File: src/cav_pkg.sv
`default_nettype none

package cav_pkg;

	// sample path widths
	localparam int sample_w = 18;
	localparam int gain_w = 16;
	localparam int detune_w = 18;

	// three passband modes, combiner sum grows by mode_ln bits
	localparam int mode_count = 3;
	localparam int mode_ln = 2;

	// host register port
	localparam int addr_w = 4;
	localparam int cfg_w = 32;
	localparam logic [addr_w-1:0] prompt_addr = 4'd15;

	// four-phase slave states
	localparam logic st_idle = 1'b0;
	localparam logic st_ack = 1'b1;

	// detune product is scaled down by 2^17
	localparam int rot_shift = 17;

	// saturation limits of an output sample
	localparam int sat_in_w = 24;
	localparam logic signed [sample_w-1:0] sample_max = {1'b0, {(sample_w-1){1'b1}}};
	localparam logic signed [sample_w-1:0] sample_min = {1'b1, {(sample_w-1){1'b0}}};

	// one config word, read as mode tuning or as coupling gains
	typedef union packed {
		struct packed {
			logic signed [detune_w-1:0] detune;
			// decay rate as a right shift, 1 to 12
			logic [3:0] decay_shift;
			logic [cfg_w-detune_w-5:0] spare;
		} tune;
		struct packed {
			logic [gain_w-1:0] drive_gain;
			logic [gain_w-1:0] probe_gain;
		} couple;
	} cfg_word_t;

	// clamp a wide signed value into one sample
	function automatic logic signed [sample_w-1:0] sat_sample(
		input logic signed [sat_in_w-1:0] x);
		if (x > sample_max)
			return sample_max;
		else if (x < sample_min)
			return sample_min;
		else
			return x[sample_w-1:0];
	endfunction

endpackage

`default_nettype wire

File: src/drive_frontend.sv
`timescale 1ns/1ns
`default_nettype none

module drive_frontend (
	input wire clk,
	input wire reset,
	// interleaved drive, I when iq is high
	input wire iq,
	input wire signed [cav_pkg::sample_w-1:0] drive,
	input wire [cav_pkg::gain_w-1:0] prompt_gain,
	// registered copies for the modes and the combiner
	output logic iq_r,
	output logic signed [cav_pkg::sample_w-1:0] drive_r,
	output logic signed [cav_pkg::sample_w-1:0] fwd
);
	import cav_pkg::*;

	// drive times unsigned gain, gain zero-extended to stay positive
	logic signed [sample_w+gain_w:0] fwd_prod;

	assign fwd_prod = drive * $signed({1'b0, prompt_gain});

	// one clock of pipeline
	// phase flag travels alongside its sample
	always_ff @(posedge clk) begin
		if (reset) begin
			iq_r <= 1'b0;
			drive_r <= '0;
			fwd <= '0;
		end else begin
			iq_r <= iq;
			drive_r <= drive;
			// prompt forward wave, scaled down by 2^16
			// gain below unity so the result always fits one sample
			fwd <= fwd_prod[sample_w+gain_w-1:gain_w];
		end
	end

endmodule

`default_nettype wire

File: config.mk
export PLATFORM = sky130hd
export DESIGN_NAME = drive_frontend
export DESIGN_NICKNAME = d
export VERILOG_FILES = /design/src/cav_pkg.sv /design/src/drive_frontend.sv
export SDC_FILE = /design/constraint.sdc
export NUM_CORES = 1
export LEC_CHECK = 0
export ABC_AREA = 0
export CAP_MARGIN = 10
export CELL_PAD_IN_SITES_DETAIL_PLACEMENT = 0
export CELL_PAD_IN_SITES_GLOBAL_PLACEMENT = 1
export CORE_MARGIN = 1
export CORE_UTILIZATION = 35
export DETAILED_ROUTE_END_ITERATION = 10
export DONT_BUFFER_PORTS = 1
export PLACE_DENSITY_LB_ADDON = 0.12
export SYNTH_ARGS = -nofsm -noshare
export SYNTH_HDL_FRONTEND = slang
export SYNTH_SLANG_ARGS = --single-unit
File: constraint.sdc
create_clock -name clk -period 9.1 [get_ports clk]
set_input_delay 1.82 -clock clk [delete_from_list [all_inputs] [get_ports clk]]
set_output_delay 1.82 -clock clk [all_outputs]
set_load 0.02 [all_outputs]
==> metrics.txt <==
outcome completed; Synth Flop Type dfxtp_1; drt total wl 32.4 mm; Crit path top cell by count fa_1; row count 66; relative slew slack 55.6%; Mean Syn Cell Area 9.03 µm²; setup violators final 0; Total GRT Usage 21.2%; GRT Residual Overflow 0; Setup CP Type in -> reg; Routed Antenna Nets 0; synth unique cells 48; CP delay by family, top adder cells; Hold Vio Cnt, Final 0; Boundary Pins 74; core area 32500 µm²; Yosys warning total 0; share of layout cells above drive strength 1 under 10%; Cells after Synth approximately 1300; most numerous cell in the Yosys netlist inv_1; clk sinks 37; First-pass DRT Iterations 5; max incr delay on CP 0.70 ns; RSZ-0062 raised after global routing no; routed len/inst 19.3 µm; Final Slew Violations 0; instance count on the critical path 18; Num CTS Buffers 5; starting density of the core 35.6%; Clock transition at path regs 0.06 ns; Bufs and invs on worst path 4; Synth top area share 49.4%; non-filler cells, final 1682; ys async rst share 0%; Max H-tree Level 2; cts repair resizes 0; syn nets approximately 1700; Placed Instances around 1700; die height 184 µm; number of port buffers 0; initial antenna violation count 0; vias per inst 4.65; Root Driver clkbuf_16; die width 184 µm; highest clock rate approximately 0.14 GHz; TritonCTS clock tree built; GP Congestion approximately 0.8; Worst Hold Class in -> reg; nets 1646; ANT cells 0; # hold bufs at CTS 0; Seq/Total Area, Yosys 6.40%; Iteration-0 DRC Markers 374; Post-synth EDFFs 0; first-pass GRT wire length 52.2 mm; Max clock buf depth 2; Die ar. 33800 µm²; Min-Delay Path Depth 1; leading area contributor after synthesis fa_1; Slowest cell on crit path fa_1; post-CTS setup buffer count 0; routed via count 7815; MaxCap Viol Count 0; synthesized flop and latch total 37; detailed-placement wirelength estimate 26.3 mm; worst-path cell chain and2_1 > fa_1 > inv_1 > fa_1 > inv_1 > fa_1 > fa_1 > fa_1 > inv_1 > fa_1 > inv_1 > ha_1 > and3_1 > nand3_1 > a2bb2oi_1 > o31ai_2 > o41ai_1 > mux2_1; largest net degree at the start of global routing 43; crit start category input port; Post-Synthesis Cell Area about 12000 µm²; Synth top cells by count 348 x inv_1, 286 x fa_1, 185 x nand2_1, 119 x and2_1, 84 x ha_1; post-route minimum period around 7.3 ns; Synth area leaders fa_1 49%, inv_1 11%, ha_1 9.1%; crit share post-route 80.3%; actual slew at the worst max-slew pin 0.663 ns; Area growth syn-to-layout 4.38%; Critical Path RT 9.30 ns; setup TNS 0 ns; Crit. End Element flip-flop; drc violations 0; CP Max Fanout 17; vias in the first global route 9003; critical path arrival 7.51 ns
[flip-flops by register name (all words and copies together) (netlist names)]
name     count
drive_r     18
iq_r         1
fwd         18
[stage by stage]
step	worst slack (ns)	util (%)	hold slack, ns	cell area (µm²)
after floorplan	1.70	-	1.95	11600
after global placement	1.48	36.7	1.90	11900
after detailed placement	1.47	36.7	1.90	11900
after CTS	1.79	37.2	1.56	12100
after global routing	1.48	37.2	1.57	12100
final	1.79	37.2	1.58	12100
[placed cells by master (no fill, tap or decap), types with 2 or more instances in the layout]
cell,netlist,layout
nor2b_1,24,24
clkinv_2,0,2
inv_1,348,348
nor2_1,20,20
o211ai_1,3,3
xor2_1,7,7
dfxtp_1,37,37
nand3_1,8,8
fa_1,286,286
a21oi_1,26,26
and2_1,119,119
o31ai_2,2,2
nor3_1,7,7
or3_1,2,2
xnor2_1,14,14
nand2_1,185,185
clkbuf_16,0,5
a31oi_1,2,2
o21a_1,3,3
o21ai_0,9,9
mux2_1,2,2
nand2b_1,2,2
nand4_1,2,2
a21o_1,8,8
ha_1,84,84
a211oi_1,4,4
and3_1,7,7
[path summary, 6_finish.rpt]
kind	startpoint	end	slack, ns
max	drive[17]	fwd[14]	1.79
min	reset	fwd[7]	1.58
[layer usage]
layer	GRT usage (%)	vias to the layer above	wire, µm	part of all wire, %
met2	39.8	139	17200	53
met1	26.4	4068	13700	42
met4	2.27	0	176	0.54
met3	2.75	12	1290	4.0
li1	-	3596	-	-
met5	0	-	0	0
[cells by family after synthesis]
kind of cell	synth area share, %
and+or+nand+nor	16.0
xor gates and xnor gates	1.59
muxes	0.378
AOI/OAI and AO/OA	4.21
DFF	6.40
buffers and inverters	12.9
adders and majority gates	58.5
[area by class of cell]
type                            count  area, µm²
Clock inverter                      3       17.5
Inverter                          348       1310
Clock buffer                        5        125
Tap cell                          442        553
Sequential cell                    37        741
Fill cell                        3425      20400
Multi-Input combinational cell    847       9350
Power is left out: the tool's default activity adds up to more than one toggle a clock period on the data nets, which glitch-free logic cannot reach.
