<file path="src/cav_pkg.sv">
`default_nettype none

package cav_pkg;

	// sample path widths
	localparam int sample_w = 18;
	localparam int gain_w = 16;
	localparam int detune_w = 18;

	// three passband modes, combiner sum grows by mode_ln bits
	localparam int mode_count = 3;
	localparam int mode_ln = 2;

	// host register port
	localparam int addr_w = 4;
	localparam int cfg_w = 32;
	localparam logic [addr_w-1:0] prompt_addr = 4'd15;

	// four-phase slave states
	localparam logic st_idle = 1'b0;
	localparam logic st_ack = 1'b1;

	// detune product is scaled down by 2^17
	localparam int rot_shift = 17;

	// saturation limits of an output sample
	localparam int sat_in_w = 24;
	localparam logic signed [sample_w-1:0] sample_max = {1'b0, {(sample_w-1){1'b1}}};
	localparam logic signed [sample_w-1:0] sample_min = {1'b1, {(sample_w-1){1'b0}}};

	// one config word, read as mode tuning or as coupling gains
	typedef union packed {
		struct packed {
			logic signed [detune_w-1:0] detune;
			// decay rate as a right shift, 1 to 12
			logic [3:0] decay_shift;
			logic [cfg_w-detune_w-5:0] spare;
		} tune;
		struct packed {
			logic [gain_w-1:0] drive_gain;
			logic [gain_w-1:0] probe_gain;
		} couple;
	} cfg_word_t;

	// clamp a wide signed value into one sample
	function automatic logic signed [sample_w-1:0] sat_sample(
		input logic signed [sat_in_w-1:0] x);
		if (x > sample_max)
			return sample_max;
		else if (x < sample_min)
			return sample_min;
		else
			return x[sample_w-1:0];
	endfunction

endpackage

`default_nettype wire

</file>
<file path="src/cav_mode.sv">
`timescale 1ns/1ns
`default_nettype none

module cav_mode (
	input wire clk,
	input wire reset,
	// interleaved drive from the front end
	input wire iq,
	input wire signed [cav_pkg::sample_w-1:0] drive,
	// per-mode coefficients
	input wire cav_pkg::cfg_word_t tuning,
	input wire cav_pkg::cfg_word_t coupling,
	// probe signal, interleaved like the drive
	output logic signed [cav_pkg::sample_w-1:0] probe
);
	import cav_pkg::*;

	// decoded coefficients
	wire signed [detune_w-1:0] detune;
	wire [3:0] decay_shift;
	wire [gain_w-1:0] drive_gain;
	wire [gain_w-1:0] probe_gain;

	// complex mode state
	logic signed [sample_w-1:0] vi;
	logic signed [sample_w-1:0] vq;
	// old vi, for the Q half of the rotation
	logic signed [sample_w-1:0] vi_old;
	// iq of the component just updated
	logic iq_d;

	// state update datapath
	logic signed [sample_w+gain_w:0] drive_prod;
	logic signed [sample_w-1:0] drive_term;
	logic signed [sample_w:0] err;
	logic signed [sample_w:0] err_dec;
	logic signed [detune_w+sample_w-1:0] rot_prod;
	logic signed [detune_w+sample_w-rot_shift-1:0] rot_term;
	logic signed [sample_w+2:0] next_v;

	// probe scaling
	logic signed [sample_w+gain_w:0] probe_prod;

	assign detune = tuning.tune.detune;
	assign decay_shift = tuning.tune.decay_shift;
	assign drive_gain = coupling.couple.drive_gain;
	assign probe_gain = coupling.couple.probe_gain;

	// coupled drive, scaled down by 2^16
	assign drive_prod = drive * $signed({1'b0, drive_gain});
	assign drive_term = drive_prod[sample_w+gain_w-1:gain_w];

	// error between coupled drive and the component being updated
	assign err = drive_term - (iq ? vi : vq);

	// first-order decay toward the driven value
	assign err_dec = err >>> decay_shift;

	// detuning rotates the state
	// the I step uses vq, the Q step uses vi from before the I step
	assign rot_prod = detune * (iq ? vq : vi_old);
	assign rot_term = rot_prod[detune_w+sample_w-1:rot_shift];

	// opposite signs on the cross term make it a rotation
	assign next_v = iq ? (vi + err_dec - rot_term) : (vq + err_dec + rot_term);

	// stage 1 updates one component per cycle
	always_ff @(posedge clk) begin
		if (reset) begin
			vi <= '0;
			vq <= '0;
			vi_old <= '0;
			iq_d <= 1'b0;
		end else begin
			iq_d <= iq;
			if (iq) begin
				vi <= sat_sample(next_v);
				vi_old <= vi;
			end else begin
				vq <= sat_sample(next_v);
			end
		end
	end

	// probe coupling of whichever component was just written
	assign probe_prod = (iq_d ? vi : vq) * $signed({1'b0, probe_gain});

	// stage 2 scales it by the probe gain
	always_ff @(posedge clk) begin
		if (reset)
			probe <= '0;
		else
			probe <= probe_prod[sample_w+gain_w-1:gain_w];
	end

endmodule

`default_nettype wire

</file>
<file path="config.mk">
export PLATFORM = sky130hd
export DESIGN_NAME = cav_mode
export DESIGN_NICKNAME = d
export VERILOG_FILES = /design/src/cav_pkg.sv /design/src/cav_mode.sv
export SDC_FILE = /design/constraint.sdc
export NUM_CORES = 2
export LEC_CHECK = 0
export ABC_AREA = 1
export BUFFER_PORTS_ARGS = -buffer_cell sky130_fd_sc_hd__buf_4
export CORE_MARGIN = 2
export CORE_UTILIZATION = 61
export CTS_BUF_LIST = sky130_fd_sc_hd__clkbuf_16
export DETAILED_ROUTE_END_ITERATION = 16
export PLACE_DENSITY = 0.75
export SLEW_MARGIN = 20
export SYNTH_ARGS = -nofsm -noshare
export SYNTH_HDL_FRONTEND = slang
export SYNTH_SLANG_ARGS = --single-unit
export TNS_END_PERCENT = 100
</file>
<file path="constraint.sdc">
create_clock -name clk -period 27.2 [get_ports clk]
set_clock_uncertainty 0.15 [all_clocks]
set_input_delay 2.72 -clock clk [delete_from_list [all_inputs] [get_ports clk]]
set_output_delay 2.72 -clock clk [all_outputs]
set_load 0.02 [all_outputs]
</file>
==> flow_summary_export.csv <==
group,metric,value,unit
route,drc_errors,0,
outcome,outcome,"finished, final reports clean",
timing,finalHoldWorstSlack,321.6,ps
cts,htree_levels,3,
critical_path,slowest_delay,750,ps
floorplanning,rows,95,
synth,synth-seq-cells,73,
route,drt_first_pass_iters,6,
layout,drive_gt1_share,3.589,%
timing,hold_violations,0,
synth,yosysMostFrequentCell,"inv_1",
synth,synth_edf_count,0,
synth,synth_top_area_cell,"fa_1",
floorplanning,die_w,264.7,um
cts,clock_insertion_delay_worst_skew,390,ps
critical_path,start_kind,"primary input",
floorplanning,die-area,70090,um2
timing,timing.setup.tns,0,ps
synth,syn_nets,6771,
route,routedWlPerCell,17.39,um
grt,grt_pass1_vias,35150,
timing,rsz0062_at_grt,"false",
cts,cts_tree,"yes",
synth,ys.flop_type,"dfxtp_1",
critical_path,slowest_stage,"ha_1",
grt,antenna_found_initial,3,
cts,clock-root-buffer,"clkbuf_16",
synth,syn_area_per_cell,7.635,um2
route,drt-met1-wl,44540,um
synth,synth_xor_area_share,1.732,%
cts,cts_inserted_buffers,9,
floorplanning,core_area,67280,um2
floorplanning,io_pins,103,
layout,fillers,6010,
route,wl,108700,um
grt,grt_pass1_wl,180800,um
timing,slew_headroom,27.38,%
floorplanning,initial_core_util,61.64,%
grt,grt_util_all_layers,32.56,%
synth,syn_inst,5432,
timing,min_period_over_period,49.82,%
route,top_layer_used,"met5",
timing,fmaxAchievable,73.80,MHz
synth,synth_top_family_by_area,"adder cells",
critical_path,crit_top_cell,"nand2_1",
hold_path,holdCritPathClass,"flop to flop",
route,ant_nets,0,
critical_path,worst-setup-path-type,"primary input to flop",
route,met2_length,50520,um
flow_run,maxCapViolations,0,
critical_path,endpoint_kind,"flop",
route,wl_met3,9650,um
layout,syn2layout_area_growth,3.644,%
route,drt_iter0_markers,2644,
synth,synth-simple-area-share,18.61,%
synth,netlist.area_leader.share,45.38,%
route,via_per_inst,5.468,
critical_path,path_buf_inv,8,
timing,worst-slew-pin-transition,1082,ps
synth,syn_area,41470,um2
critical_path,critical_path_required,27330,ps
cts,cts.sink_count,73,
timing,setup-violations-final,0,
grt,overflow,0,
cts,postCtsResizedCells,0,
timing,drv_slew,0,
layout,layout.nets,6712,
placement,hpwl,92490,um
cts,cts_setup_buffers,0,
grt,grt_max_degree,62,
critical_path,worstPathArrival,13680,ps
synth,async_reset_ff_share,0,%
synth,synth_common_cells,"inv_1 (1413), nand2_1 (1253), fa_1 (940)",
timing,fin_crit,13550,ps
floorplanning,fp.dieH,264.7,um
synth,synth_compound_area_share,6.496,%
synth,synth.area.mux_share,0.02414,%
synth,yosysSeqAreaShare,3.524,%
cts,hold_buffers,0,
critical_path,worst-path-max-fanout,47,
route,vias,34190,
critical_path,crit_family,"adder cells",
synth,yosys.area_share.adder,54.85,%
synth,yosysWarnings,0,
cts,clockBufferDepth,2,
synth,synth_cell_types,54,
placement,gp_congestion,0.9765,
cts,clkSlewWorstSetupHoldPaths,70,ps
synth,synthTopCellsByArea,"fa_1 (45%), inv_1 (13%), nand2_1 (11%)",
layout,final_core_util,63.89,%
placement,portBuffers,92,
## cell usage in the layout, fill, tap and decap left out, types with 25 or more instances in the layout
master and count:
dfxtp_1 73, nor2_1 397, nand4_1 29, buf_4 109
nand3_1 147, o21ai_1 25, nand2_2 28, xor2_1 40
fa_1 940, ha_1 314, inv_1 1413, xnor2_1 42
o21ai_0 111, a21oi_1 250, nand2_1 1253
## state kept, by name, summed over array words and instances (netlist names)
signal / count
iq_d: 1
vi: 18
vi_old: 18
probe: 18
vq: 18
## final timing paths
path / from / to / slack, ps / cells after the start
setup / recovery: iq / vi[9] / 13650 / 38
hold / removal: vi_old[6] / vi_old[6] / 320 / 2
setup reg to reg: vq[17] / vi[9] / 16720 / 37
hold reg to reg: vi_old[6] / vi_old[6] / 320 / 2
## area by class of cell
cell class / count / area [um2] / share of cell area (%)
diodes: 2 / 5.005 / 0.01164
clock buffers: 9 / 225.2 / 0.5240
clock inverters: 7 / 86.33 / 0.2009
inverters: 1440 / 5406 / 12.58
multi-input cells: 3740 / 33890 / 78.84
flip-flops and latches: 73 / 1461 / 3.400
well taps: 873 / 1092 / 2.541
repair buffers: 109 / 818.3 / 1.904
## worst reg2reg max path, delay by kind of cell, from the launching register on
kind	cells	cell delay [ps]
xor+xnor	1	500
flops	1	390
compound gates	3	920
buf+inv	7	1140
fa+ha+maj	9	4650
simple gates	17	2620
## layer usage
metal | vias up | global-route usage, %
li1 | 15770 | -
met1 | 16790 | 44.68
met2 | 1394 | 52.75
met3 | 237 | 5.899
met4 | 4 | 10.70
met5 | - | 0
## cell families after synthesis
logic type               after synthesis
AND/OR/NAND/NOR                     1917
buffers and inverters               1619
adder cells (fa/ha/maj)             1254
AO/OA/AOI/OAI                        486
XOR/XNOR                              82
flip-flops                            73
multiplexers                           1
## per-stage QoR
| step | area, um2 | std cells | worst slack (ps) |
|---|---|---|---|
| floorplan | 41470 | 5432 | 15140 |
| global placement | 42670 | 6235 | 13370 |
| detailed placement | 42670 | 6235 | 13320 |
| CTS | 42980 | 6251 | 13690 |
| global route | 42980 | 6252 | 12850 |
| finish | 42980 | 6253 | 13650 |
Power is not shown: default switching activity piles up to over one toggle a cycle in this logic, so the estimate is an artifact.
