[src/cav_pkg.sv]
`default_nettype none

package cav_pkg;

	// sample path widths
	localparam int sample_w = 18;
	localparam int gain_w = 16;
	localparam int detune_w = 18;

	// three passband modes, combiner sum grows by mode_ln bits
	localparam int mode_count = 3;
	localparam int mode_ln = 2;

	// host register port
	localparam int addr_w = 4;
	localparam int cfg_w = 32;
	localparam logic [addr_w-1:0] prompt_addr = 4'd15;

	// four-phase slave states
	localparam logic st_idle = 1'b0;
	localparam logic st_ack = 1'b1;

	// detune product is scaled down by 2^17
	localparam int rot_shift = 17;

	// saturation limits of an output sample
	localparam int sat_in_w = 24;
	localparam logic signed [sample_w-1:0] sample_max = {1'b0, {(sample_w-1){1'b1}}};
	localparam logic signed [sample_w-1:0] sample_min = {1'b1, {(sample_w-1){1'b0}}};

	// one config word, read as mode tuning or as coupling gains
	typedef union packed {
		struct packed {
			logic signed [detune_w-1:0] detune;
			// decay rate as a right shift, 1 to 12
			logic [3:0] decay_shift;
			logic [cfg_w-detune_w-5:0] spare;
		} tune;
		struct packed {
			logic [gain_w-1:0] drive_gain;
			logic [gain_w-1:0] probe_gain;
		} couple;
	} cfg_word_t;

	// clamp a wide signed value into one sample
	function automatic logic signed [sample_w-1:0] sat_sample(
		input logic signed [sat_in_w-1:0] x);
		if (x > sample_max)
			return sample_max;
		else if (x < sample_min)
			return sample_min;
		else
			return x[sample_w-1:0];
	endfunction

endpackage

`default_nettype wire

[src/probe_combiner.sv]
`timescale 1ns/1ns
`default_nettype none

module probe_combiner (
	input wire clk,
	input wire reset,
	// phase flag and prompt wave from the front end
	input wire iq,
	input wire signed [cav_pkg::sample_w-1:0] fwd,
	// one probe per mode
	input wire signed [cav_pkg::sample_w-1:0] probes [cav_pkg::mode_count],
	// interleaved outputs
	output logic out_iq,
	output logic signed [cav_pkg::sample_w-1:0] field,
	output logic signed [cav_pkg::sample_w-1:0] forward,
	output logic signed [cav_pkg::sample_w-1:0] reflect
);
	import cav_pkg::*;

	// two-clock match for the mode pipeline
	logic iq_d1;
	logic iq_d2;
	logic signed [sample_w-1:0] fwd_d1;
	logic signed [sample_w-1:0] fwd_d2;

	// mode sum with mode_ln bits of headroom
	logic signed [sample_w+mode_ln-1:0] probe_sum;
	// one more bit for the difference
	logic signed [sample_w+mode_ln:0] refl_sum;

	// single-cycle adder tree over all modes
	always_comb begin
		probe_sum = '0;
		for (int n = 0; n < mode_count; n++)
			probe_sum = probe_sum + probes[n];
	end

	// reflected wave is the prompt wave less the cavity emission
	assign refl_sum = fwd_d2 - probe_sum;

	// phase flag delay
	always_ff @(posedge clk) begin
		if (reset) begin
			iq_d1 <= 1'b0;
			iq_d2 <= 1'b0;
		end else begin
			iq_d1 <= iq;
			iq_d2 <= iq_d1;
		end
	end

	// prompt wave delay
	always_ff @(posedge clk) begin
		fwd_d1 <= fwd;
		fwd_d2 <= fwd_d1;
	end

	// output register, saturated to one sample
	always_ff @(posedge clk) begin
		if (reset) begin
			out_iq <= 1'b0;
			field <= '0;
			forward <= '0;
			reflect <= '0;
		end else begin
			out_iq <= iq_d2;
			field <= sat_sample(probe_sum);
			forward <= fwd_d2;
			reflect <= sat_sample(refl_sum);
		end
	end

endmodule

`default_nettype wire

[config.mk]
export PLATFORM = sky130hd
export DESIGN_NAME = probe_combiner
export DESIGN_NICKNAME = d
export VERILOG_FILES = /design/src/cav_pkg.sv /design/src/probe_combiner.sv
export SDC_FILE = /design/constraint.sdc
export NUM_CORES = 1
export LEC_CHECK = 0
export ABC_AREA = 1
export BUFFER_PORTS_ARGS = -buffer_cell sky130_fd_sc_hd__clkbuf_2
export CAP_MARGIN = 20
export CELL_PAD_IN_SITES_DETAIL_PLACEMENT = 1
export CELL_PAD_IN_SITES_GLOBAL_PLACEMENT = 2
export CORE_ASPECT_RATIO = 1.25
export CORE_MARGIN = 2
export CORE_UTILIZATION = 30
export DETAILED_ROUTE_END_ITERATION = 10
export PLACE_DENSITY = 0.89
export SLEW_MARGIN = 15
export SYNTH_ARGS = -nofsm -noshare
export SYNTH_HDL_FRONTEND = slang
export SYNTH_SLANG_ARGS = --single-unit
[constraint.sdc]
create_clock -name clk -period 4.4 [get_ports clk]
set_input_delay 0.22 -clock clk [delete_from_list [all_inputs] [get_ports clk]]
set_output_delay 0.22 -clock clk [all_outputs]
set_load 0.01 [all_outputs]
==> impl_metrics.py <==
metrics = {
    "outcome": {
        "status": "completed",
    },
    "placed_design": {
        "dpl.hpwl_um": 13100,
        "postPlaceCellArea_mm2": 0.00633,
        "dp_worst_setup_slack_ns": 0.126,
        "gp_congestion": 0.839,
        "io_buffers": 129,
    },
    "finish": {
        "utilization": 0.380,
        "fin_area_mm2": 0.00682,
        "drive_gt1_frac": 0.248,
        "antenna_cells": 0,
        "area_growth_pct": 25.5,
        "nNetsFinal": 1009,
    },
    "sta": {
        "maxSlewViolCount": 0,
        "fin_tns_setup_ns": 0,
        "rsz0062_at_grt": "false",
        "timing.final.ws_setup_ns": 0.517,
        "worst_pin_slew_ns": 0.636,
        "finalHoldViolations": 0,
        "hold_slack_ns": 0.0751,
        "setup_violations": 0,
        "period_needed_ns": 3.88,
        "skew_ns": 0.00772,
        "fmax_mhz": 258,
        "post-route-period-util": 0.883,
        "slew_headroom": 0.576,
    },
    "hold_path": {
        "hold_depth": 3,
        "hold_start": "iq",
        "whs_endpoint": "iq_d1",
        "hold_path.class": "in2reg",
    },
    "power": {
        "vdd_drop_max_mv": 0.216,
        "p_per_area_mw_per_mm2": 542,
        "leakage_nw": 3.73,
    },
    "critical_path": {
        "path_class": "in2reg",
        "required_ns": 4.68,
        "critPathTopFamily": "simple AND/OR/NAND/NOR gates",
        "worst-path-stages": 28,
        "critPathCaptureType": "flip-flop",
        "r2r_setup_slack_ns": 1.57,
        "crit_path_start_kind": "input port",
        "cpMostUsedCell": "nand2_1",
        "crit_buf_inv": 4,
        "reg2reg_depth": 18,
        "path_max_fanout": 15,
        "r2r-end": "reflect[3]",
        "cp_slowest_cell": "fa_1",
        "max_stage_delay_ns": 0.53,
        "worst_ep_arrival_time_ns": 4.16,
        "timing.rr.start": "fwd_d2[0]",
    },
    "drt": {
        "viasPerCell": 4.46,
        "vias": 4988,
        "routed_wl_um": 15500,
        "drcViolationCount": 0,
        "drt_iter0_drc": 145,
        "ant_nets": 0,
        "wire_per_inst_um": 13.8,
        "firstDrtPassIters": 4,
    },
    "cts": {
        "ctsResizeCount": 0,
        "clockBufferDepth": 2,
        "cts-buffers-inserted": 9,
        "cts_setup_buffers": 0,
        "cts_sinks": 93,
        "cts_tree": "done",
        "clkLatencyLatePin_ns": 0.35,
        "htree_levels": 3,
        "clk_pin_slew_ns": 0.06,
        "root_buffer": "clkbuf_16",
    },
    "yosys": {
        "synth_seq_area_share": 0.342,
        "synth-seq-cells": 93,
        "synthDistinctLibCells": 31,
        "synth_fp_nets": 856,
        "synthArstFlopShare": 0,
        "syn_inst": 734,
        "ys_warn_count": 0,
        "avgSynthCellArea_um2": 7.41,
        "synth_edf_count": 0,
        "synth_ff_type": "dfxtp_1",
        "synth_area_mm2": 0.00544,
    },
    "die": {
        "rows": 55,
        "initial_core_util": 0.303,
        "core_mm2": 0.0180,
        "die_w_um": 124,
        "dieArea_mm2": 0.0192,
        "ios": 130,
        "chipHeight_um": 155,
    },
    "global_routing": {
        "grt_pass1_vias": 5303,
        "antenna_found_initial": 0,
        "gr-total-overflow": 0,
        "grt_max_degree": 26,
        "track_usage": 0.166,
        "grt_pass1_wl_um": 25700,
    },
    "flow_run": {
        "max_cap_violations": 0,
    },
}
[layout make-up]
class,instances,area [µm²]
clock buffers,10,229
clock inverters,5,83.8
fillers,2248,11100
inverters,123,462
multi-input cells,509,3050
flip-flops and latches,93,1860
well taps,228,285
repair buffers,151,856
[state kept, by name (all words and copies together) (netlist names)]
name,flops
iq_d2,1
forward,18
field,18
iq_d1,1
reflect,18
fwd_d1,18
out_iq,1
fwd_d2,18
[timing repair]
item / 4_1_cts / 5_1_grt
hold endpoints to repair: 18 / 0
hold buffers: 18 / 0
endpoints found under the setup margin: 0 / 0
[cells in the mapped netlist, types with 2 or more instances]
cell,instances,area (µm²)
xnor2_1,8,70.1
a21oi_2,6,52.6
o21ai_0,13,65.1
nor3_2,2,20.0
buf_4,2,15.0
clkbuf_1,4,15.0
xor2_1,13,114
nand4_1,7,43.8
a21oi_1,28,140
nand3_1,72,360
nand2_4,2,22.5
inv_2,9,33.8
nand2_2,29,181
fa_1,20,400
ha_1,27,338
nor2_2,5,31.3
buf_6,2,22.5
nand2_1,188,706
dfxtp_1,93,1860
o21ai_1,4,20.0
nor2_1,53,199
inv_1,114,428
or2_1,2,12.5
nand3_2,19,190
nor3_1,6,30.0
[worst max path at each step]
stage	endpoint	slack, ns	startpoint
2_1_floorplan	reflect[9]	0.63	probes[1]
3_3_place_gp	reflect[14]	0.21	probes[1]
3_5_place_dp	reflect[3]	0.13	probes[1]
4_1_cts	reflect[3]	0.49	probes[1]
5_1_grt	reflect[14]	0.09	probes[1]
6_report	reflect[3]	0.52	probes[1]
[cells in the final DEF, fill, tap and decap left out, types with 2 or more instances in the layout]
cell type      netlist  final
a21oi_1             28     28
a21oi_2              6      6
buf_4                2      4
bufinv_16            0      2
clkbuf_16            0      9
clkbuf_2             0    129
clkinvlp_4           0      2
dfxtp_1             93     93
dlygate4sd3_1        0     18
fa_1                20     20
ha_1                27     27
inv_1              114    114
inv_2                9      9
nand2_1            188    188
nand2_2             29     29
nand2_4              2      2
nand3_1             72     72
nand3_2             19     19
nand4_1              7      7
nor2_1              53     53
nor2_2               5      5
nor3_1               6      6
nor3_2               2      2
o21ai_0             13     13
o21ai_1              4      4
or2_1                2      2
xnor2_1              8      8
xor2_1              13     13
[metal layers]
| metal | up-vias | track usage | wire, µm |
|---|---|---|---|
| li1 | 2590 | - | - |
| met1 | 2290 | 0.194 | 6910 |
| met2 | 95 | 0.316 | 7930 |
| met3 | 13 | 0.0256 | 400 |
| met4 | 0 | 0.0428 | 207 |
| met5 | - | 0 | 0 |
[per-stage QoR]
| stage | instances | total power (W) |
|---|---|---|
| floorplan | 734 | 0.00234 |
| global placement | 1086 | 0.00287 |
| detailed placement | 1086 | 0.00290 |
| CTS | 1119 | 0.00375 |
| global route | 1119 | 0.00401 |
| finish | 1119 | 0.00370 |
[where the power goes]
group | leakage [nW] | internal (W) | total [W] | switching [W]
Sequential | 0.779 | 0.00101 | 0.00106 | 0.0000533
Clock | 0.145 | 0.000497 | 0.000825 | 0.000328
Combinational | 2.81 | 0.000640 | 0.00181 | 0.00117
[worst min-delay path: cells and delay by family]
kind	cells	cell delay [ns]
and+or+nand+nor	1	0.03
buffers and inverters	2	0.13
[logic make-up (layout without fill, tap and decap cells)]
logic type,count (synthesis),in the layout,synth area share
AOI/OAI and AO/OA,53,53,0.0545
xor gates and xnor gates,21,21,0.0338
adders and majority gates,47,47,0.136
buffers and inverters,132,289,0.0974
DFF,93,93,0.342
and+or+nand+nor,388,388,0.336
Note: power is estimated with default switching activity, not from simulation.
