--- src/cav_pkg.sv ---
`default_nettype none

package cav_pkg;

	// sample path widths
	localparam int sample_w = 18;
	localparam int gain_w = 16;
	localparam int detune_w = 18;

	// three passband modes, combiner sum grows by mode_ln bits
	localparam int mode_count = 3;
	localparam int mode_ln = 2;

	// host register port
	localparam int addr_w = 4;
	localparam int cfg_w = 32;
	localparam logic [addr_w-1:0] prompt_addr = 4'd15;

	// four-phase slave states
	localparam logic st_idle = 1'b0;
	localparam logic st_ack = 1'b1;

	// detune product is scaled down by 2^17
	localparam int rot_shift = 17;

	// saturation limits of an output sample
	localparam int sat_in_w = 24;
	localparam logic signed [sample_w-1:0] sample_max = {1'b0, {(sample_w-1){1'b1}}};
	localparam logic signed [sample_w-1:0] sample_min = {1'b1, {(sample_w-1){1'b0}}};

	// one config word, read as mode tuning or as coupling gains
	typedef union packed {
		struct packed {
			logic signed [detune_w-1:0] detune;
			// decay rate as a right shift, 1 to 12
			logic [3:0] decay_shift;
			logic [cfg_w-detune_w-5:0] spare;
		} tune;
		struct packed {
			logic [gain_w-1:0] drive_gain;
			logic [gain_w-1:0] probe_gain;
		} couple;
	} cfg_word_t;

	// clamp a wide signed value into one sample
	function automatic logic signed [sample_w-1:0] sat_sample(
		input logic signed [sat_in_w-1:0] x);
		if (x > sample_max)
			return sample_max;
		else if (x < sample_min)
			return sample_min;
		else
			return x[sample_w-1:0];
	endfunction

endpackage

`default_nettype wire

--- src/cfg_port.sv ---
`timescale 1ns/1ns
`default_nettype none

module cfg_port (
	input wire clk,
	input wire reset,
	// host side, four-phase req/ack
	input wire req,
	input wire we,
	input wire [cav_pkg::addr_w-1:0] addr,
	input wire cav_pkg::cfg_word_t wdata,
	output wire ack,
	output cav_pkg::cfg_word_t rdata,
	// coefficient registers
	output cav_pkg::cfg_word_t tuning [cav_pkg::mode_count],
	output cav_pkg::cfg_word_t coupling [cav_pkg::mode_count],
	output logic [cav_pkg::gain_w-1:0] prompt_gain
);
	import cav_pkg::*;

	logic state;
	cfg_word_t read_word;
	logic access;

	// ack is simply the state bit
	assign ack = (state == st_ack);

	// one access per handshake, taken on the idle to ack transition
	assign access = (state == st_idle) && req;

	// read mux
	// unmapped addresses fall through to zero
	always_comb begin
		read_word = '0;
		for (int n = 0; n < mode_count; n++) begin
			if (addr == addr_w'(2*n))
				read_word = tuning[n];
			if (addr == addr_w'(2*n+1))
				read_word = coupling[n];
		end
		if (addr == prompt_addr)
			read_word = {{(cfg_w-gain_w){1'b0}}, prompt_gain};
	end

	// slave FSM and register writes
	always_ff @(posedge clk) begin
		if (reset) begin
			state <= st_idle;
			prompt_gain <= '0;
			for (int n = 0; n < mode_count; n++) begin
				tuning[n] <= '0;
				coupling[n] <= '0;
			end
		end else begin
			case (state)
				st_idle: begin
					if (req)
						state <= st_ack;
					if (access && we) begin
						for (int n = 0; n < mode_count; n++) begin
							if (addr == addr_w'(2*n))
								tuning[n] <= wdata;
							if (addr == addr_w'(2*n+1))
								coupling[n] <= wdata;
						end
						// prompt gain sits in the low half
						if (addr == prompt_addr)
							prompt_gain <= wdata[gain_w-1:0];
					end
				end
				st_ack: begin
					// hold ack until the host drops req
					if (!req)
						state <= st_idle;
				end
				default: state <= st_idle;
			endcase
		end
	end

	// read data, valid while ack is high
	always_ff @(posedge clk) begin
		if (access && !we)
			rdata <= read_word;
	end

endmodule

`default_nettype wire

--- config.mk ---
export PLATFORM = sky130hd
export DESIGN_NAME = cfg_port
export DESIGN_NICKNAME = d
export VERILOG_FILES = /design/src/cav_pkg.sv /design/src/cfg_port.sv
export SDC_FILE = /design/constraint.sdc
export NUM_CORES = 1
export LEC_CHECK = 0
export BUFFER_PORTS_ARGS = -buffer_cell sky130_fd_sc_hd__buf_2
export CAP_MARGIN = 20
export CELL_PAD_IN_SITES_DETAIL_PLACEMENT = 0
export CELL_PAD_IN_SITES_GLOBAL_PLACEMENT = 2
export CORE_MARGIN = 4
export CORE_UTILIZATION = 32
export CTS_CLUSTER_SIZE = 16
export DETAILED_ROUTE_END_ITERATION = 12
export PLACE_DENSITY_LB_ADDON = 0.1
export REMOVE_ABC_BUFFERS = 1
export SETUP_SLACK_MARGIN = 0.05
export SLEW_MARGIN = 20
export SYNTH_ARGS = -nofsm -noshare
export SYNTH_HDL_FRONTEND = slang
export SYNTH_SLANG_ARGS = --single-unit
--- constraint.sdc ---
create_clock -name clk -period 6.6 [get_ports clk]
set_input_delay 1.32 -clock clk [delete_from_list [all_inputs] [get_ports clk]]
set_output_delay 1.32 -clock clk [all_outputs]
set_load 0.01 [all_outputs]
==> run metrics, run 1 <==
status=complete, no violations; Worst Path Buf+Inv=2; Yosys reg bits=241; power density cells=255 nW/µm²; Worst R2R End=tuning[40]; area grow syn2layout=23.6%; Place WS=2.34 ns; leakage power=5.03 nW; synth top area cells=dfxtp_1, nand2_1, a21oi_1; first-pass GRT wire length=64500 µm; IO Port Bufs=280; post-layout min period=3.69 ns; top cell type by total area after synthesis=dfxtp_1; Final Max Slew Viols=0; reg-to-reg critical path startpoint=ack; start point of the worst hold path=coupling[18]; number of global-route vias before repair=9655; Mapped Cells=1259; post-CTS setup buffers=0; worst-case reg-to-reg path depth=5; CP endpoint=rdata[14]; Ant. Diodes=0; async set or reset register ratio after synthesis=0%; CTS Root Buffer Type=clkbuf_16; Reg2Reg Setup Slack=3.85 ns; max cap viols=0; Synth top area share=40.9%; WS Path Type=primary input to flip-flop; CP max FO=32; Total Power=3.22 mW; Max Freq=271 MHz; post-synthesis sequential area ratio=50.3%; most common cell in the netlist=nand2_1; relative slew slack=26.6%; die width=187 µm; die height=187 µm; post-cts sizing count=0; Hold Crit Class=flip-flop to flip-flop; Worst-Margin Slew=1.10 ns; Worst path depth=5; Overflow after GRT=0; VDD IR max=237 µV; crit path launch=addr[0]; synthesized area per cell=8.13 µm²; largest net degree at the start of global routing=83; WP data required=6.89 ns; Routed WL=44000 µm; initial antenna violation count=0; fin crit share=55.9%; setup TNS=0 ns; max incr delay on CP=0.63 ns; FP Rows=65; CTS Buf Count=29; Clock Sinks=241; Setup crit end kind=flip-flop; WP data arrival=3.98 ns; CP Cell Sequence=buf_2, buf_4, and2_1, nand3_1, o211a_1; Max clock buf depth=3; nets=1515; Final setup viols=0; first-pass iteration count of the detailed router=5; element type at the critical path start=primary input; Final Hold Viols=0; clock-pin slew on the worst setup and hold paths=0.06 ns; Final Worst Setup Slack=2.91 ns; Ports=281; CTS tree=yes; number of flops mapped to enable cells by yosys=32; Via density=5.17; layout cell share with drive strength beyond 1=24.0%; Worst-Skew Late Latency=0.54 ns; RSZ-0062 raised after global routing=no; DIE AREA=34900 µm²; Commonest cells post-synth=nand2_1, a21oi_1, dfxtp_1, clkbuf_1, buf_2; detailed placer's ending HPWL=26400 µm; Vias=9825; total track usage=24.1%; Top FF cell, synth=dfxtp_1; unique cell type count in the Yosys netlist=43; Yosys warnings=0; cts hold-fix bufs=0; H-Tree Depth=1; Detail Route Antenna Nets=0; CORE AREA=31600 µm²; DR iter-0 viols=862; Starting Density=32.4%; Post-route DRC=0; GP Congestion=0.753; drt wl/cell=23.2 µm; clk_skew=0.00811 ns; Synth Cell Area=10200 µm²; delay-heaviest family, CP=simple AND/OR/NAND/NOR gates; Slowest cell on crit path=and2_1
[cells by family (layout without fill, tap and decap cells)]
logic type      after synthesis  count (layout)  synth area share, %
simple gates                499             499                 19.8
compound gates              364             364                 21.0
flops                       241             241                 50.3
buf+inv                     124             362                 5.73
mux                          31              31                 3.11
[tightest hold or removal path: cells and delay by family (launching register included)]
kind             cells  cell delay, ns
flip-flops           1            0.32
AO/OA/AOI/OAI        1            0.05
AND/OR/NAND/NOR      1            0.05
[state kept, by name (all words and copies together) (netlist names)]
register,flops
coupling,96
tuning,96
rdata,32
prompt_gain,16
ack,1
[worst min path at each step]
| stage | endpoint | cells past startpoint |
|---|---|---|
| after floorplan | coupling[16] | 2 |
| after global placement | tuning[0] | 2 |
| after detailed placement | coupling[18] | 2 |
| after CTS | coupling[18] | 2 |
| after global routing | coupling[48] | 2 |
| final | coupling[18] | 2 |
[where the power goes]
| part | total, mW | switching (mW) | leakage, nW | internal (mW) |
|---|---|---|---|---|
| sequential | 1.51 | 0.00997 | 1.99 | 1.50 |
| combinational | 0.200 | 0.147 | 2.60 | 0.0529 |
| clock | 1.51 | 0.631 | 0.440 | 0.881 |
[layout by cell type (no fill, tap or decap), types with 9 or more instances in the layout]
cell type / n
a2bb2oi_1: 17
a21boi_0: 9
inv_1: 18
clkbuf_16: 29
a21oi_1: 235
dfxtp_1: 209
edfxtp_1: 32
buf_2: 278
o21ai_0: 40
nor2_1: 12
nand2_1: 447
o211a_1: 9
buf_4: 12
a22o_1: 13
o221ai_1: 23
mux2i_1: 25
[layer usage]
layer	up-vias	GRT usage (%)	part of all wire [%]
met2	362	39.5	47
met1	4689	33.2	45
met4	0	5.20	1.9
met3	52	4.65	6.9
li1	4722	-	-
met5	-	0	0
[area by class of cell]
type / instances / area, µm²
fill: 3318 / 18900
sequential: 241 / 5140
multi-input combinational: 894 / 4540
timing repair buffer: 291 / 1490
clock buffer: 43 / 848
tap: 402 / 503
inverter: 18 / 67.6
clock inverter: 10 / 50.0
[per-stage QoR]
stage	std cells	hold slack, ns	utilization [%]	cell area (µm²)
floorplan	1153	0.483	-	9710
global placement	1846	0.454	37.2	11700
detailed placement	1846	0.459	37.2	11700
CTS	1899	0.467	40.1	12600
global route	1899	0.485	40.1	12600
finish	1899	0.468	40.1	12600
(Power assumes the default switching activity.)
==> run 2, diff against run 1 <==
--- a/config.mk
+++ b/config.mk
@@ -10,7 +10,7 @@
 export CELL_PAD_IN_SITES_DETAIL_PLACEMENT = 0
 export CELL_PAD_IN_SITES_GLOBAL_PLACEMENT = 2
 export CORE_MARGIN = 4
-export CORE_UTILIZATION = 32
+export CORE_UTILIZATION = 30
 export CTS_CLUSTER_SIZE = 16
 export DETAILED_ROUTE_END_ITERATION = 12
 export PLACE_DENSITY_LB_ADDON = 0.1
==> constraint.sdc (replaced) <==
create_clock -name clk -period 3.6 [get_ports clk]
set_input_delay 0.72 -clock clk [delete_from_list [all_inputs] [get_ports clk]]
set_output_delay 0.72 -clock clk [all_outputs]
set_load 0.01 [all_outputs]
==> run 2 against run 1 <==
Net effect: count of clock-buffer cells in the layout decreased by 3; critical path depth increased by 1; non-clock buffer count is 27 higher; global-route usage up 0.15 points; critical endpoint is now rdata[21]; worst hold slack worse by 0.061 ns; wire length rose by 5.3%; clock power rose by 100%; combinational power is 93% higher; via count up 1.3%; flip-flop and latch count unchanged; largest power group is now the clock network; final cell count grew 3.8%.
==> run metrics, run 2 (synthesis results as in run 1) <==
Final setup viols=0; Slowest cell on crit path=nor4bb_1; part of the power in registers=44.9%; global route hottest layer=met2; grt met1 use=32.5%; Post-route DRC=0; Setup crit end kind=flip-flop; Max clock buf depth=3; CORE AREA=33600 µm²; detailed placer's ending HPWL=30100 µm; Detail Route Antenna Nets=0; layout cell share with drive strength beyond 1=25.5%; WS Path Type=primary input to flip-flop; cell mode on critical path=buf_4; most common cell after layout, fill and taps aside=nand2_1; Final Max Slew Viols=0; Reg2Reg Setup Slack=1.23 ns; hold_ws=0.407 ns; M3 GR Usage=4.96%; nets=1542; CTS Root Buffer Type=clkbuf_16; WP data arrival=2.78 ns; status=complete, no violations; clock-pin slew on the worst setup and hold paths=0.06 ns; Worst-Margin Slew=1.00 ns; DR iter-0 viols=752; Final Hold Viols=0; initial antenna violation count=1; Ant. Diodes=0; largest registers=coupling (96), tuning (96), rdata (32); max incr delay on CP=0.62 ns; DIE AREA=37100 µm²; setup TNS=0 ns; fin crit share=65.8%; CTS Buf Count=29; Hold Crit Class=primary input to flip-flop; Final Worst Setup Slack=1.23 ns; most frequent cells in the layout=nand2_1, buf_2, a21oi_1; power density cells=474 nW/µm²; die width=193 µm; largest net degree at the start of global routing=86; Max Freq=422 MHz; fillcell total=3557; clk_skew=0.0197 ns; WP data required=4.01 ns; Ports=281; number of global-route vias before repair=9983; post-CTS setup buffers=0; Overflow after GRT=0; total track usage=24.2%; post-layout min period=2.37 ns; area grow syn2layout=27.3%; drt wl/cell=23.5 µm; CP max FO=32; relative slew slack=33.2%; clock share of power=48.9%; Worst-Skew Late Latency=0.55 ns; crit path launch=addr[1]; element type at the critical path start=primary input; VDD IR max=325 µV; CTS tree=yes; Vias=9953; post-cts sizing count=0; start point of the worst hold path=req; Sw Share=24.2%; combinational power share=6.3%; Worst Path Buf+Inv=2; FP Rows=67; Clock Sinks=241; Routed WL=46400 µm; first-pass iteration count of the detailed router=5; Place WS=0.690 ns; die height=193 µm; IO Port Bufs=280; H-Tree Depth=1; P_sw=1.49 mW; max cap viols=0; delay-heaviest family, CP=buffers and inverters; first-pass GRT wire length=67100 µm; leakage power=5.21 nW; Starting Density=30.4%; internal power=4.69 mW; RSZ-0062 raised after global routing=no; Via density=5.05; cts hold-fix bufs=0; reg-to-reg critical path startpoint=ack; GP Congestion=0.785; met2 Resource Use GR=40.3%; CP Cell Sequence=buf_4, buf_4, nor4bb_1, a22oi_1, o21ai_0, a22o_1
[run 2: changes by cell type in the layout (fill, tap and decap cells not counted)]
cell,delta
clkbuf_1,+1
buf_4,+23
buf_12,+4
clkinv_2,+2
inv_6,-1
clkinvlp_4,+2
clkinv_1,-5
clkbuf_8,-4
bufinv_16,+4
[run 2: power groups by stage]
stage	logic, mW	clock network, mW	registers (mW)
detailed placement	0.386	0	2.83
finish	0.387	3.02	2.77
global placement	0.384	0	2.83
CTS	0.386	3.08	2.77
floorplan	0.115	0	2.84
global route	0.415	3.21	2.77
[run 2: worst paths after layout]
| check | end | cells after the start |
|---|---|---|
| setup / recovery | rdata[21] | 6 |
| hold / removal | ack | 2 |
| setup reg to reg | tuning[54] | 5 |
| hold reg to reg | coupling[39] | 2 |
[run 2: per-stage QoR]
stage                     std cells  cell area, µm²  power (mW)  util (%)
after global routing           1971           13000        6.39      38.7
after floorplan                1153            9710        2.95         -
after global placement         1919           12100        3.22      35.9
after detailed placement       1919           12100        3.22      35.9
final                          1971           13000        6.18      38.7
after CTS                      1971           13000        6.24      38.7
[run 2: area by class of cell]
| class | instances | area [µm²] | share of cell area [%] |
|---|---|---|---|
| Sequential cell | 241 | 5140 | 39.5 |
| Multi-Input combinational cell | 894 | 4540 | 34.9 |
| Timing Repair Buffer | 318 | 1750 | 13.4 |
| Tap cell | 448 | 561 | 4.30 |
| Clock buffer | 40 | 797 | 6.12 |
| Inverter | 18 | 67.6 | 0.519 |
| Clock inverter | 12 | 168 | 1.29 |
[run 2: worst register-to-register path, cell delays in order, from the launching register on]
cell	delay (ns)
dfxtp_1	0.33
and3b_1	0.57
nand4b_1	0.66
buf_4	0.47
nand2_1	0.11
a21oi_1	0.06
[run 2: per-layer routing]
metal,wire (µm),vias up,share of wire (%)
li1,-,4777,-
met1,20200,4779,44
met2,21800,334,47
met3,3240,61,7.0
met4,1060,2,2.3
met5,13,-,0.028
